### config.mk
export PLATFORM = sky130hd
export DESIGN_NAME = cpu_core
export DESIGN_NICKNAME = d
export VERILOG_FILES = /design/src/design/cpu_pkg.sv /design/src/design/fetch_unit.sv /design/src/design/control_fsm.sv /design/src/design/instruction_decoder.sv /design/src/design/register_file.sv /design/src/design/execute_unit.sv /design/src/design/ms_timer.sv /design/src/design/cpu_core.sv
export SDC_FILE = /design/constraint.sdc
export NUM_CORES = 2
export LEC_CHECK = 0
export ABC_CLOCK_PERIOD_IN_PS = 20300
export CAP_MARGIN = 10
export CORE_UTILIZATION = 30
export CTS_CLUSTER_SIZE = 12
export DETAILED_ROUTE_END_ITERATION = 10
export DONT_BUFFER_PORTS = 1
export PLACE_DENSITY = 0.41
export RECOVER_POWER = 50
export SETUP_SLACK_MARGIN = 0.3
export SLEW_MARGIN = 20
export SYNTH_ARGS = -nofsm -noshare
export SYNTH_HDL_FRONTEND = slang
export SYNTH_SLANG_ARGS = --single-unit
export TNS_END_PERCENT = 1
### constraint.sdc
create_clock -name clk -period 20.3 [get_ports clk]
set_input_delay 2.03 -clock clk [delete_from_list [all_inputs] [get_ports clk]]
set_output_delay 2.03 -clock clk [all_outputs]
set_load 0.01 [all_outputs]
### src/design/cpu_pkg.sv
package cpu_pkg;

	localparam int word_width = 32;
	localparam int inst_addr_width = 16;
	localparam int data_addr_width = 16;
	localparam int reg_count = 32;
	localparam int reg_addr_width = 5;

	// timer prescaler, clocks per millisecond tick
	localparam int cycles_per_ms = 8;
	localparam int prescale_width = $clog2(cycles_per_ms);

	typedef enum logic [4:0] {
		op_add  = 5'b00000,
		op_addi = 5'b00001,
		op_sub  = 5'b00010,
		op_and  = 5'b00011,
		op_andi = 5'b00100,
		op_or   = 5'b00101,
		op_ori  = 5'b00110,
		op_xor  = 5'b00111,
		op_sll  = 5'b01000,
		op_srl  = 5'b01001,
		op_sra  = 5'b01010,
		op_lli  = 5'b01011,
		op_lui  = 5'b01100,
		op_lw   = 5'b01101,
		op_sw   = 5'b01110,
		op_lwo  = 5'b01111,
		op_swo  = 5'b10000,
		op_b    = 5'b10001,
		op_bl   = 5'b10010,
		op_ret  = 5'b10011,
		op_tim  = 5'b11101
	} opcode_e;

	typedef enum logic [3:0] {
		alu_add,
		alu_sub,
		alu_and,
		alu_or,
		alu_xor,
		alu_sll,
		alu_srl,
		alu_sra
	} alu_op_e;

	typedef enum logic [2:0] {
		cond_bne,
		cond_beq,
		cond_bgt,
		cond_blt,
		cond_bge,
		cond_ble,
		cond_bover,
		cond_always
	} branch_cond_e;

	typedef enum logic [2:0] {
		st_fetch_req,
		st_fetch_release,
		st_execute,
		st_mem_req,
		st_mem_release,
		st_writeback
	} cpu_state_e;

	typedef struct packed {
		alu_op_e alu_op;
		logic use_immediate;
		logic select_immediate;
		logic select_time;
		logic update_flags;
		logic write_reg;
		logic write_lower;
		logic write_upper;
		logic mem_read;
		logic mem_write;
		logic branch;
		logic link;
		logic link_return;
		logic use_dest_as_op2;
	} ctrl_t;

	////////////////////////////////////////////////////////////////////
	// memory ports, four-phase req/ack
	////////////////////////////////////////////////////////////////////

	typedef struct packed {
		logic req;
		logic [inst_addr_width-1:0] addr;
	} imem_req_t;

	typedef struct packed {
		logic ack;
		logic [word_width-1:0] data;
	} imem_rsp_t;

	typedef struct packed {
		logic req;
		logic write;
		logic [data_addr_width-1:0] addr;
		logic [word_width-1:0] wdata;
	} dmem_req_t;

	typedef struct packed {
		logic ack;
		logic [word_width-1:0] rdata;
	} dmem_rsp_t;

endpackage

### src/design/fetch_unit.sv
module fetch_unit import cpu_pkg::*; (
	input  logic clk,
	input  logic rst_n,
	input  logic load_instruction,
	input  logic [word_width-1:0] fetched,
	input  logic commit,
	input  ctrl_t ctrl,
	input  logic take_branch,
	input  logic [inst_addr_width-1:0] branch_target,
	output logic [word_width-1:0] instruction,
	output logic [inst_addr_width-1:0] pc
);

	logic [inst_addr_width-1:0] link_reg;
	logic [inst_addr_width-1:0] pc_plus_one;

	// instruction memory is word addressed
	assign pc_plus_one = pc + 1'b1;

	always_ff @(posedge clk) begin
		if (load_instruction) begin
			instruction <= fetched;
		end
	end

	always_ff @(posedge clk or negedge rst_n) begin
		if (!rst_n) begin
			pc <= '0;
			link_reg <= '0;
		end else if (commit) begin
			if (take_branch) begin
				pc <= branch_target;
			end else if (ctrl.link_return) begin
				pc <= link_reg;
			end else begin
				pc <= pc_plus_one;
			end
			// only a taken bl saves the return point
			if (take_branch && ctrl.link) begin
				link_reg <= pc_plus_one;
			end
		end
	end

endmodule

### src/design/control_fsm.sv
module control_fsm import cpu_pkg::*; (
	input  logic clk,
	input  logic rst_n,
	input  ctrl_t ctrl,
	input  logic [inst_addr_width-1:0] pc,
	input  logic [word_width-1:0] mem_addr,
	input  logic [word_width-1:0] store_data,
	output imem_req_t imem_req,
	input  imem_rsp_t imem_rsp,
	output dmem_req_t dmem_req,
	input  dmem_rsp_t dmem_rsp,
	output logic [word_width-1:0] fetched,
	output logic load_instruction,
	output logic [word_width-1:0] load_data,
	output logic commit
);

	cpu_state_e state;

	always_ff @(posedge clk or negedge rst_n) begin
		if (!rst_n) begin
			state <= st_fetch_req;
			imem_req <= '0;
			dmem_req <= '0;
			load_instruction <= 1'b0;
		end else begin
			load_instruction <= 1'b0;
			case (state)
				st_fetch_req: begin
					// raise req once, then hold it until ack
					if (!imem_req.req) begin
						imem_req.req <= 1'b1;
						imem_req.addr <= pc;
					end else if (imem_rsp.ack) begin
						imem_req.req <= 1'b0;
						load_instruction <= 1'b1;
						state <= st_fetch_release;
					end
				end
				st_fetch_release: begin
					if (!imem_rsp.ack) begin
						state <= st_execute;
					end
				end
				st_execute: begin
					if (ctrl.mem_read || ctrl.mem_write) begin
						dmem_req.req <= 1'b1;
						dmem_req.write <= ctrl.mem_write;
						dmem_req.addr <= mem_addr[data_addr_width-1:0];
						dmem_req.wdata <= store_data;
						state <= st_mem_req;
					end else begin
						state <= st_writeback;
					end
				end
				st_mem_req: begin
					if (dmem_rsp.ack) begin
						dmem_req.req <= 1'b0;
						state <= st_mem_release;
					end
				end
				st_mem_release: begin
					if (!dmem_rsp.ack) begin
						state <= st_writeback;
					end
				end
				st_writeback: state <= st_fetch_req;
				default: state <= st_fetch_req;
			endcase
		end
	end

	// capture read data while req and ack are both high
	always_ff @(posedge clk) begin
		if (state == st_fetch_req && imem_req.req && imem_rsp.ack) begin
			fetched <= imem_rsp.data;
		end
		if (state == st_mem_req && dmem_rsp.ack) begin
			load_data <= dmem_rsp.rdata;
		end
	end

	assign commit = (state == st_writeback);

endmodule

### src/design/instruction_decoder.sv
module instruction_decoder import cpu_pkg::*; (
	input  logic [word_width-1:0] instruction,
	output ctrl_t ctrl
);

	opcode_e op;

	assign op = opcode_e'(instruction[31:27]);

	always_comb begin
		// dropped peripheral opcodes fall through as no-ops
		ctrl = '0;
		case (op)
			op_add, op_addi: begin
				ctrl.alu_op = alu_add;
				ctrl.use_immediate = (op == op_addi);
				ctrl.update_flags = 1'b1;
				ctrl.write_reg = 1'b1;
			end
			op_sub: begin
				ctrl.alu_op = alu_sub;
				ctrl.update_flags = 1'b1;
				ctrl.write_reg = 1'b1;
			end
			op_and, op_andi: begin
				ctrl.alu_op = alu_and;
				ctrl.use_immediate = (op == op_andi);
				ctrl.update_flags = 1'b1;
				ctrl.write_reg = 1'b1;
			end
			op_or, op_ori: begin
				ctrl.alu_op = alu_or;
				ctrl.use_immediate = (op == op_ori);
				ctrl.update_flags = 1'b1;
				ctrl.write_reg = 1'b1;
			end
			op_xor, op_sll, op_srl, op_sra: begin
				ctrl.alu_op = (op == op_xor) ? alu_xor :
					(op == op_sll) ? alu_sll :
					(op == op_srl) ? alu_srl : alu_sra;
				ctrl.update_flags = 1'b1;
				ctrl.write_reg = 1'b1;
			end
			op_lli, op_lui: begin
				ctrl.select_immediate = 1'b1;
				ctrl.write_lower = (op == op_lli);
				ctrl.write_upper = (op == op_lui);
			end
			op_lw, op_lwo: begin
				ctrl.use_immediate = (op == op_lwo);
				ctrl.mem_read = 1'b1;
				ctrl.write_reg = 1'b1;
			end
			op_sw, op_swo: begin
				// store data comes from the destination field
				ctrl.use_immediate = (op == op_swo);
				ctrl.mem_write = 1'b1;
				ctrl.use_dest_as_op2 = 1'b1;
			end
			op_b: ctrl.branch = 1'b1;
			op_bl: begin
				ctrl.branch = 1'b1;
				ctrl.link = 1'b1;
			end
			op_ret: ctrl.link_return = 1'b1;
			op_tim: begin
				ctrl.select_time = 1'b1;
				ctrl.write_reg = 1'b1;
			end
			default: ctrl = '0;
		endcase
	end

endmodule

### src/design/register_file.sv
module register_file import cpu_pkg::*; (
	input  logic clk,
	input  logic rst_n,
	input  logic [word_width-1:0] instruction,
	input  ctrl_t ctrl,
	input  logic commit,
	input  logic [word_width-1:0] write_data,
	output logic [word_width-1:0] op1,
	output logic [word_width-1:0] op2
);

	logic [word_width-1:0] regs [reg_count];
	logic [reg_addr_width-1:0] dest;
	logic [reg_addr_width-1:0] src1;
	logic [reg_addr_width-1:0] src2;

	assign dest = instruction[26:22];
	assign src1 = instruction[21:17];
	assign src2 = ctrl.use_dest_as_op2 ? dest : instruction[16:12];

	assign op1 = regs[src1];
	assign op2 = regs[src2];

	always_ff @(posedge clk or negedge rst_n) begin
		if (!rst_n) begin
			for (int i = 0; i < reg_count; i++) begin
				regs[i] <= '0;
			end
		end else if (commit && dest != '0) begin
			// half-word writes take the low half of the immediate
			if (ctrl.write_lower) begin
				regs[dest][15:0] <= write_data[15:0];
			end else if (ctrl.write_upper) begin
				regs[dest][31:16] <= write_data[15:0];
			end else if (ctrl.write_reg) begin
				regs[dest] <= write_data;
			end
		end
	end

endmodule

### src/design/execute_unit.sv
module execute_unit import cpu_pkg::*; (
	input  logic clk,
	input  logic rst_n,
	input  logic [word_width-1:0] instruction,
	input  ctrl_t ctrl,
	input  logic [word_width-1:0] op1,
	input  logic [word_width-1:0] op2,
	input  logic [inst_addr_width-1:0] pc,
	input  logic [word_width-1:0] time_ms,
	input  logic commit,
	output logic [word_width-1:0] result,
	output logic take_branch,
	output logic [inst_addr_width-1:0] branch_target
);

	logic [word_width-1:0] imm;
	logic [word_width-1:0] alu_b;
	logic [word_width-1:0] alu_result;
	logic alu_overflow;
	logic flag_zero;
	logic flag_sign;
	logic flag_overflow;
	logic cond_met;
	branch_cond_e cond;

	assign imm = {{(word_width-16){instruction[15]}}, instruction[15:0]};
	assign cond = branch_cond_e'(instruction[26:24]);

	// plain lw/sw address with the first source alone
	assign alu_b = ctrl.use_immediate ? imm :
		(ctrl.mem_read || ctrl.mem_write) ? '0 : op2;

	always_comb begin
		alu_result = op1 + alu_b;
		alu_overflow = 1'b0;
		case (ctrl.alu_op)
			alu_add: begin
				alu_overflow = (op1[word_width-1] == alu_b[word_width-1]) &&
					(alu_result[word_width-1] != op1[word_width-1]);
			end
			alu_sub: begin
				alu_result = op1 - alu_b;
				alu_overflow = (op1[word_width-1] != alu_b[word_width-1]) &&
					(alu_result[word_width-1] != op1[word_width-1]);
			end
			alu_and: alu_result = op1 & alu_b;
			alu_or: alu_result = op1 | alu_b;
			alu_xor: alu_result = op1 ^ alu_b;
			alu_sll: alu_result = op1 << alu_b[4:0];
			alu_srl: alu_result = op1 >> alu_b[4:0];
			alu_sra: alu_result = $signed(op1) >>> alu_b[4:0];
			default: alu_result = op1 + alu_b;
		endcase
	end

	assign result = ctrl.select_immediate ? imm :
		ctrl.select_time ? time_ms : alu_result;

	// zero, sign, overflow status
	always_ff @(posedge clk or negedge rst_n) begin
		if (!rst_n) begin
			flag_zero <= 1'b0;
			flag_sign <= 1'b0;
			flag_overflow <= 1'b0;
		end else if (commit && ctrl.update_flags) begin
			flag_zero <= (alu_result == '0);
			flag_sign <= alu_result[word_width-1];
			flag_overflow <= alu_overflow;
		end
	end

	always_comb begin
		case (cond)
			cond_bne: cond_met = !flag_zero;
			cond_beq: cond_met = flag_zero;
			cond_bgt: cond_met = !flag_zero && !flag_sign;
			cond_blt: cond_met = !flag_zero && flag_sign;
			cond_bge: cond_met = flag_zero || !flag_sign;
			cond_ble: cond_met = flag_zero || flag_sign;
			cond_bover: cond_met = flag_overflow;
			default: cond_met = 1'b1;
		endcase
	end

	assign take_branch = ctrl.branch && cond_met;
	assign branch_target = pc + 1'b1 + imm[inst_addr_width-1:0];

endmodule

### src/design/ms_timer.sv
module ms_timer import cpu_pkg::*; (
	input  logic clk,
	input  logic rst_n,
	output logic [word_width-1:0] time_ms
);

	logic [prescale_width-1:0] prescale;

	always_ff @(posedge clk or negedge rst_n) begin
		if (!rst_n) begin
			prescale <= '0;
			time_ms <= '0;
		end else if (prescale == prescale_width'(cycles_per_ms - 1)) begin
			prescale <= '0;
			time_ms <= time_ms + 1'b1;
		end else begin
			prescale <= prescale + 1'b1;
		end
	end

endmodule

### src/design/cpu_core.sv
module cpu_core import cpu_pkg::*; (
	input  logic clk,
	input  logic rst_n,
	output imem_req_t imem_req,
	input  imem_rsp_t imem_rsp,
	output dmem_req_t dmem_req,
	input  dmem_rsp_t dmem_rsp
);

	logic [word_width-1:0] instruction;
	logic [inst_addr_width-1:0] pc;
	ctrl_t ctrl;
	logic [word_width-1:0] op1;
	logic [word_width-1:0] op2;
	logic [word_width-1:0] result;
	logic take_branch;
	logic [inst_addr_width-1:0] branch_target;
	logic [word_width-1:0] time_ms;
	logic [word_width-1:0] fetched;
	logic load_instruction;
	logic [word_width-1:0] load_data;
	logic commit;
	logic [word_width-1:0] write_data;

	// loads write back memory data, everything else the execute result
	assign write_data = ctrl.mem_read ? load_data : result;

	////////////////////////////////////////////////////////////////////
	// datapath
	////////////////////////////////////////////////////////////////////

	fetch_unit u_fetch (
		.clk(clk),
		.rst_n(rst_n),
		.load_instruction(load_instruction),
		.fetched(fetched),
		.commit(commit),
		.ctrl(ctrl),
		.take_branch(take_branch),
		.branch_target(branch_target),
		.instruction(instruction),
		.pc(pc)
	);

	instruction_decoder u_decoder (
		.instruction(instruction),
		.ctrl(ctrl)
	);

	register_file u_regs (
		.clk(clk),
		.rst_n(rst_n),
		.instruction(instruction),
		.ctrl(ctrl),
		.commit(commit),
		.write_data(write_data),
		.op1(op1),
		.op2(op2)
	);

	execute_unit u_execute (
		.clk(clk),
		.rst_n(rst_n),
		.instruction(instruction),
		.ctrl(ctrl),
		.op1(op1),
		.op2(op2),
		.pc(pc),
		.time_ms(time_ms),
		.commit(commit),
		.result(result),
		.take_branch(take_branch),
		.branch_target(branch_target)
	);

	ms_timer u_timer (
		.clk(clk),
		.rst_n(rst_n),
		.time_ms(time_ms)
	);

	////////////////////////////////////////////////////////////////////
	// sequencer and memory ports
	////////////////////////////////////////////////////////////////////

	control_fsm u_fsm (
		.clk(clk),
		.rst_n(rst_n),
		.ctrl(ctrl),
		.pc(pc),
		.mem_addr(result),
		.store_data(op2),
		.imem_req(imem_req),
		.imem_rsp(imem_rsp),
		.dmem_req(dmem_req),
		.dmem_rsp(dmem_rsp),
		.fetched(fetched),
		.load_instruction(load_instruction),
		.load_data(load_data),
		.commit(commit)
	);

endmodule

## Yosys cells after proc, flatten, opt, wreduce, memory -nomap -nowiden

Cells that the tools add are included.

- Bits in latches: 0
- Memory bits (read-only): 0
- Output and inout port bits: 67
- RAM bits: 0
- Memories kept: 0
- Logic and storage cells: 220
- Register bits: 1261

- Div/mod/pow operators: 0
- Reductions and logical operators: 41
- Shifts and indexed selects: 3
- Bitwise operators: 7
- Equal/unequal tests: 49
- $mul: 0
- Order comparisons: 4
- Add/subtract/negate cells: 6
- Multiplexer cells: 60

Operators by type and width:

| operator | number |
|---|---|
| $bwmux W1024 | 3 |
| $mux W1024 | 3 |
| $demux W32 S5 | 3 |
| $mux W32 | 11 |
| $bmux W32 S5 | 2 |
| $pmux W32 S7 | 1 |
| $mux W50 | 1 |
| $mux W16 | 3 |
| $eq A5 B4 Y1 const B | 8 |
| $add A32 B1 Y32 const B | 1 |
| $add A32 B32 Y32 | 1 |
| $and A32 B32 Y32 | 1 |
| $logic_not A32 Y1 | 1 |
| $or A32 B32 Y32 | 1 |
| $shl A32 B5 Y32 | 1 |
| $shr A32 B5 Y32 | 1 |
| $sshr A32 B5 Y32 | 1 |
| $sub A32 B32 Y32 | 1 |
| $xor A32 B32 Y32 | 1 |
| $eq A5 B5 Y1 const B | 5 |
| $mux W3 | 7 |
| $eq A5 B3 Y1 const B | 4 |
| $eq A3 B3 Y1 const B | 6 |
| $ge A6 B6 Y1 const B | 3 |
| other kinds (42) | 100 |

## Logic depth before layout (Yosys ltp)

- Depth in word-level cells: 19
- Mapped depth: 38
- Depth with buffers taken out: 29

## Hierarchy

Synthesis repeated with hierarchy kept, for this count alone.

- Cells, all modules: 7299
- Area, all modules: 75924.1 sq um

Modules (own cells, without submodules):

| module | area each (sq um) | cells an instance | seq. area each (sq um) | instances |
|---|---|---|---|---|
| register_file | 54706.2 | 4834 | 25624.6 | 1 |
| execute_unit | 11139.4 | 1768 | 75.1 | 1 |
| control_fsm | 4780.8 | 234 | 3698.5 | 1 |
| fetch_unit | 2859.0 | 240 | 1761.7 | 1 |
| ms_timer | 1575.3 | 136 | 875.8 | 1 |
| cpu_core | 544.3 | 36 | 0.0 | 1 |
| instruction_decoder | 319.1 | 51 | 0.0 | 1 |

## Worst setup path before layout

No wires, ideal clock.

- Path type: register to register
- From: register u_fetch.instruction[30]
- To: register u_regs.regs[415] (netlist name)
- Required time: 20153 ps
- Library setup time: 147 ps
- Cell stages (with the launch flop): 39
- Path buffers: 11
- Clock period less this slack: 8639 ps
- Setup slack: 11661 ps
- Arrival time: 8493 ps
- Cells stage by stage: edfxtp_1 buf_2 or4b_1 buf_2 a211oi_4 a21o_1 buf_4 buf_6 buf_4 buf_2 buf_1 buf_1 buf_1 mux4_2 nand2_1 nand3_1 a31oi_1 o21ai_0 [... 3 more ...] a21o_1 a21oi_1 o21bai_1 a21o_1 a211oi_1 o311a_1 o21ai_0 a41o_1 a21o_1 a21oi_1 o21bai_1 a21oi_1 a32oi_1 o21ai_1 o21ai_0 a221oi_1 buf_2 a21oi_1

- Word-level cells in the longest chain between the ends: 19
- Elaborated cells on any way between the ends: 71
- Classes of those cells: add/sub (2); eq/ne (24); shift (3); mux (26); bitwise (4); reduce/logical (12)

RTL lines:

| what | line | RTL |
|---|---|---|
| start: declaration | fetch_unit.sv:10 | `output logic [word_width-1:0] instruction,` |
| start signal: assignment | fetch_unit.sv:22 | `instruction <= fetched;` |
| $eq A5 B4 Y1 or $eq A5 B5 Y1 (tied branches) | instruction_decoder.sv:13, instruction_decoder.sv:56 |  |
| $reduce_or A2 Y1 | instruction_decoder.sv:13 | `case (op)` |
| $mux W1 | instruction_decoder.sv:13 |  |
| $mux W5 | register_file.sv:19 | `assign src2 = ctrl.use_dest_as_op2 ? dest : instruction[16:12];` |
| $not A5 Y6 (not written as such) | register_file.sv:22 | `assign op2 = regs[src2];` |
| $bmux W32 S5 | register_file.sv:22 |  |
| $mux W32 (not written as such) (2 in a row) | register_file.sv:22 |  |
| $mux W32 | execute_unit.sv:31 | `(ctrl.mem_read \|\| ctrl.mem_write) ? '0 : op2;` |
| [... 2 more ...] | -- |  |
| $pmux W32 S7 | execute_unit.sv:36 | `case (ctrl.alu_op)` |
| $mux W32 | execute_unit.sv:57 | `ctrl.select_time ? time_ms : alu_result;` |
| $mux W32 | execute_unit.sv:56 | `assign result = ctrl.select_immediate ? imm :` |
| $mux W32 | cpu_core.sv:26 | `assign write_data = ctrl.mem_read ? load_data : result;` |
| $bwmux W1024 | register_file.sv:36 | `regs[dest] <= write_data;` |
| $mux W1024 | register_file.sv:35 | `end else if (ctrl.write_reg) begin` |
| $mux W1024 | register_file.sv:33 | `end else if (ctrl.write_upper) begin` |
| $mux W1024 | register_file.sv:31 | `if (ctrl.write_lower) begin` |
| end signal: indexed assignment | register_file.sv:32 | `regs[dest][15:0] <= write_data[15:0];` |
| end signal: indexed assignment | register_file.sv:34 | `regs[dest][31:16] <= write_data[15:0];` |
| end signal: indexed assignment | register_file.sv:36 |  |
| end: declaration | register_file.sv:12 | `logic [word_width-1:0] regs [reg_count];` |

Parallel ways exist; a longest one is shown, timed or not. The select of a mux whose other input is x is not followed.
A chain may end at the register's enable or synchronous reset.

==> run_results.csv <==
group,metric,value,unit
run_status,status,"complete, but fails checks",
run_status,violations,"capacitance limit, slew limit",
critical_path,timing.critical_path.depth,4,
clocking,post-cts-setup-buffers,0,
final_layout,layout_area_growth_over_synthesis,11.8,%
clocking,cts_tree,"built",
detailed_routing,first_pass_iters,5,
final_layout,area.sequential,0.0320,mm^2
critical_path,cp_data_required_time,20.44,ns
sta,final-setup-viol-count,0,
synth,synth-edff-count,96,
critical_path,regToRegSetupSlack,6.87,ns
synth,post-synth-top-count-cell,"sky130_fd_sc_hd__nand2_1",
placed_design,port_buffers,0,
critical_path,start_kind,"primary input",
clocking,ctsRootBufferMaster,"sky130_fd_sc_hd__clkbuf_16",
synth,synth_nets,7344,
critical_path,critPathTopFamily,"buffers and inverters",
final_layout,finish.instance_area,0.0809,mm^2
critical_path,timing.rr.end,"u_regs.regs[222]",
detailed_routing,vias,58400,
critical_path,crit_end_category,"async pin",
clocking,htreeDepth,4,
clocking,clock_path_buffers,3,
power_and_ir_drop,internal_power,5.68,mW
synth,netlist.area_leader.share,40.3,%
power_and_ir_drop,power.sequential.fraction,30.4,%
synth,netlist-cell-type-count,89,
worst_hold_path,worstHoldPathCells,0,
clocking,cts_sinks,1261,
critical_path,worst-setup-path-type,"in -> async",
final_layout,largest_registers,"u_regs.regs (1024), u_fsm.dmem_req (50)",
placed_design,weighted_congestion_reported_at_the_end_of_routability_driven_placement,0.983,
sta,timing.final.crit_share,69.0,%
power_and_ir_drop,peak_ir_drop_on_the_vdd_network,92.6,uV
sta,fin_worst_skew,0.0531,ns
critical_path,r2r-start,"u_fetch.instruction[29]",
synth,ffs_latches_synth,1261,
floorplanning,die-width,493,um
final_layout,post_route_cells_drive_above_1_share,16.8,%
power_and_ir_drop,switchingPower,4.65,mW
floorplanning,rows,179,
final_layout,fillerInstances,24300,
final_layout,regMostFlops,"u_regs.regs",
sta,slew_headroom,-384,%
power_and_ir_drop,p_leak,32.6,nW
critical_path,critical_path.max_stage_delay,4.86,ns
floorplanning,initial_core_util,30.3,%
sta,finalHoldWorstSlack,0.393,ns
synth,netlist_top_cells_count,"sky130_fd_sc_hd__nand2_1 (1427), sky130_fd_sc_hd__dfrtp_1 (1165), sky130_fd_sc_hd__o21ai_0 (982)",
sta,worst_pin_slew,7.26,ns
clocking,cts_hold_buf,0,
sta,unrepaired_setup_endpoints_after_global_routing,"false",
clocking,cts_resized,0,
worst_hold_path,hold_path_end,"u_regs.regs[1016]",
critical_path,crit_chain,"clkbuf_1 > buf_12 > clkbuf_1 > clkbuf_1",
detailed_routing,post_drt_wl_per_cell,31.3,um
final_layout,multi_input_area,0.0377,mm^2
final_layout,largest_register_ffs,1024,
sta,setup_total_negative_slack,0,ns
critical_path,worst_r2r_path_depth,33,
critical_path,crit_path_top_delay_cell,"sky130_fd_sc_hd__clkbuf_1",
global_route,groute.usage.overall,26.0,%
synth,synth_flop_cell,"sky130_fd_sc_hd__dfrtp_1",
sta,timing_max_transition_violations_final,647,
worst_hold_path,timing.hold.worst.class,"reg -> reg",
synth,async_reset_ff_share,92.4,%
global_route,first_global_vias,56900,
synth,top_area_cells_in_the_synthesized_netlist,"sky130_fd_sc_hd__dfrtp_1 (40%), sky130_fd_sc_hd__mux4_2 (17%), sky130_fd_sc_hd__nand2_1 (7.4%)",
synth,synthesis.area,0.0723,mm^2
critical_path,critical_path_buffers_and_inverters,4,
placed_design,place_area,0.0759,mm^2
floorplanning,design.core.area,0.239,mm^2
floorplanning,pin_count,135,
placed_design,dpl_hpwl,212,mm
synth,synth_top_area_cell,"sky130_fd_sc_hd__dfrtp_1",
global_route,grt_pass1_wl,452,mm
floorplanning,design.die.area,0.243,mm^2
synth,netlist_instances,7158,
clocking,clk_latency,0.86,ns
power_and_ir_drop,power.clock.fraction,26.9,%
critical_path,critPathMaxFanout,152,
critical_path,crit_top_cell,"sky130_fd_sc_hd__clkbuf_1",
critical_path,timing.critical_path.arrival,14.16,ns
detailed_routing,wl,318,mm
final_layout,final_layout_net_count,7063,
sta,hold_viol_final,0,
power_and_ir_drop,combinationalPowerShare,42.7,%
global_route,global_route.overflow_total,0,
worst_hold_path,hold_start,"u_regs.regs[1016]",
power_and_ir_drop,power.total,10.3,mW
detailed_routing,route.antenna.remaining_nets,0,
detailed_routing,drc,0,
detailed_routing,viasPerCell,5.74,
clocking,cts-buffers-inserted,154,
synth,yosysWarningCount,0,
synth,syn_area_per_cell,10.1,um^2
clocking,path_clk_slew,0.06,ns
detailed_routing,detail_route.iter0.violations,5905,
global_route,initial_antenna_violation_count,21,
power_and_ir_drop,cellPowerDensity,128,mW/mm^2
floorplanning,die_h,493,um
sta,fmax,71.3,MHz
global_route,grt_max_degree,177,
synth,portion_of_the_post_synthesis_area_used_by_sequential_elements,44.3,%
power_and_ir_drop,swShare,45.0,%
sta,finalCriticalPeriod,14.02,ns
run,drv_cap,13,
==> stage by stage <==
stage,setup WS [ns],util (%),cells
2_1_floorplan,11.66,-,7158
3_3_place_gp,7.43,31.8,9884
3_5_place_dp,7.41,31.8,9885
4_1_cts,7.38,33.9,10200
5_1_grt,3.82,33.9,10200
6_report,6.28,33.9,10200
==> kinds of logic (layout without fill, tap and decap cells) <==
logic type      after synthesis  in the layout  synth area share (%)
flops                      1261           1261                  44.3
mux                         759            759                  20.0
buf+inv                     774            610                  4.23
fa+ha+maj                   118            118                  2.07
compound gates             1970           1970                  15.9
simple gates               2194           2194                  12.5
xor+xnor                     82             82                 0.993
other cells                   0              8                     0
==> worst register-to-register path, delay by kind of cell (launching register included) <==
family | cells | cell delay (ns)
buf+inv | 6 | 2.86
fa+ha+maj | 1 | 0.32
mux | 2 | 0.36
simple gates | 6 | 1.92
compound gates | 18 | 7.03
flops | 1 | 0.89
==> cells in the final DEF (no fill, tap or decap), types with 26 or more instances in the layout <==
master / instances
sky130_fd_sc_hd__a211oi_1: 60
sky130_fd_sc_hd__a21oi_1: 294
sky130_fd_sc_hd__a311oi_1: 31
sky130_fd_sc_hd__a31oi_1: 44
sky130_fd_sc_hd__and3_1: 50
sky130_fd_sc_hd__buf_4: 189
sky130_fd_sc_hd__clkbuf_1: 55
sky130_fd_sc_hd__clkbuf_16: 156
sky130_fd_sc_hd__clkbuf_8: 28
sky130_fd_sc_hd__dfrtp_1: 1164
sky130_fd_sc_hd__edfxtp_1: 96
sky130_fd_sc_hd__ha_1: 115
sky130_fd_sc_hd__inv_1: 118
sky130_fd_sc_hd__mux2_2: 105
sky130_fd_sc_hd__mux2i_1: 100
sky130_fd_sc_hd__mux4_2: 539
sky130_fd_sc_hd__nand2_1: 1412
sky130_fd_sc_hd__nand3_1: 144
sky130_fd_sc_hd__nor2_1: 365
sky130_fd_sc_hd__nor3_1: 44
sky130_fd_sc_hd__o211ai_1: 88
sky130_fd_sc_hd__o21ai_0: 982
sky130_fd_sc_hd__o21ai_1: 118
sky130_fd_sc_hd__o221ai_1: 26
sky130_fd_sc_hd__o22ai_1: 60
sky130_fd_sc_hd__o31ai_1: 37
sky130_fd_sc_hd__xnor2_1: 63
==> area by class of cell <==
class,count,area share (%)
sequential,1261,39.6
clock buffer,225,5.47
timing repair buffer,214,2.13
inverter,123,0.571
tap,3167,4.90
antenna,8,0.0248
clock inverter,48,0.735
multi-input combinational,5123,46.6
==> layer usage <==
metal  track usage [%]  routed length, um
met5                 0                 46
met4              9.60              12700
met3              4.04              19400
met2              40.1             143000
met1              36.8             143000
==> power by group through the flow <==
| stage | clock network (mW) | logic [mW] | registers [mW] |
|---|---|---|---|
| after floorplan | 0 | 2.56 | 3.04 |
| after global placement | 0 | 4.37 | 3.17 |
| after detailed placement | 0 | 4.34 | 3.18 |
| after CTS | 2.85 | 4.36 | 3.13 |
| after global routing | 2.95 | 4.64 | 3.17 |
| final | 2.78 | 4.42 | 3.14 |
==> worst max path at each step <==
stage | startpoint | end | slack [ns]
finish | rst_n | u_regs.regs[865] | 6.28
global route | rst_n | u_regs.regs[963] | 3.82
CTS | u_fetch.instruction[29] | u_regs.regs[318] | 7.38
detailed placement | u_fetch.instruction[29] | u_regs.regs[350] | 7.41
global placement | u_fetch.instruction[29] | u_regs.regs[190] | 7.43
floorplan | u_fetch.instruction[30] | u_regs.regs[415] | 11.66
Note: power is estimated with default switching activity, not from simulation.
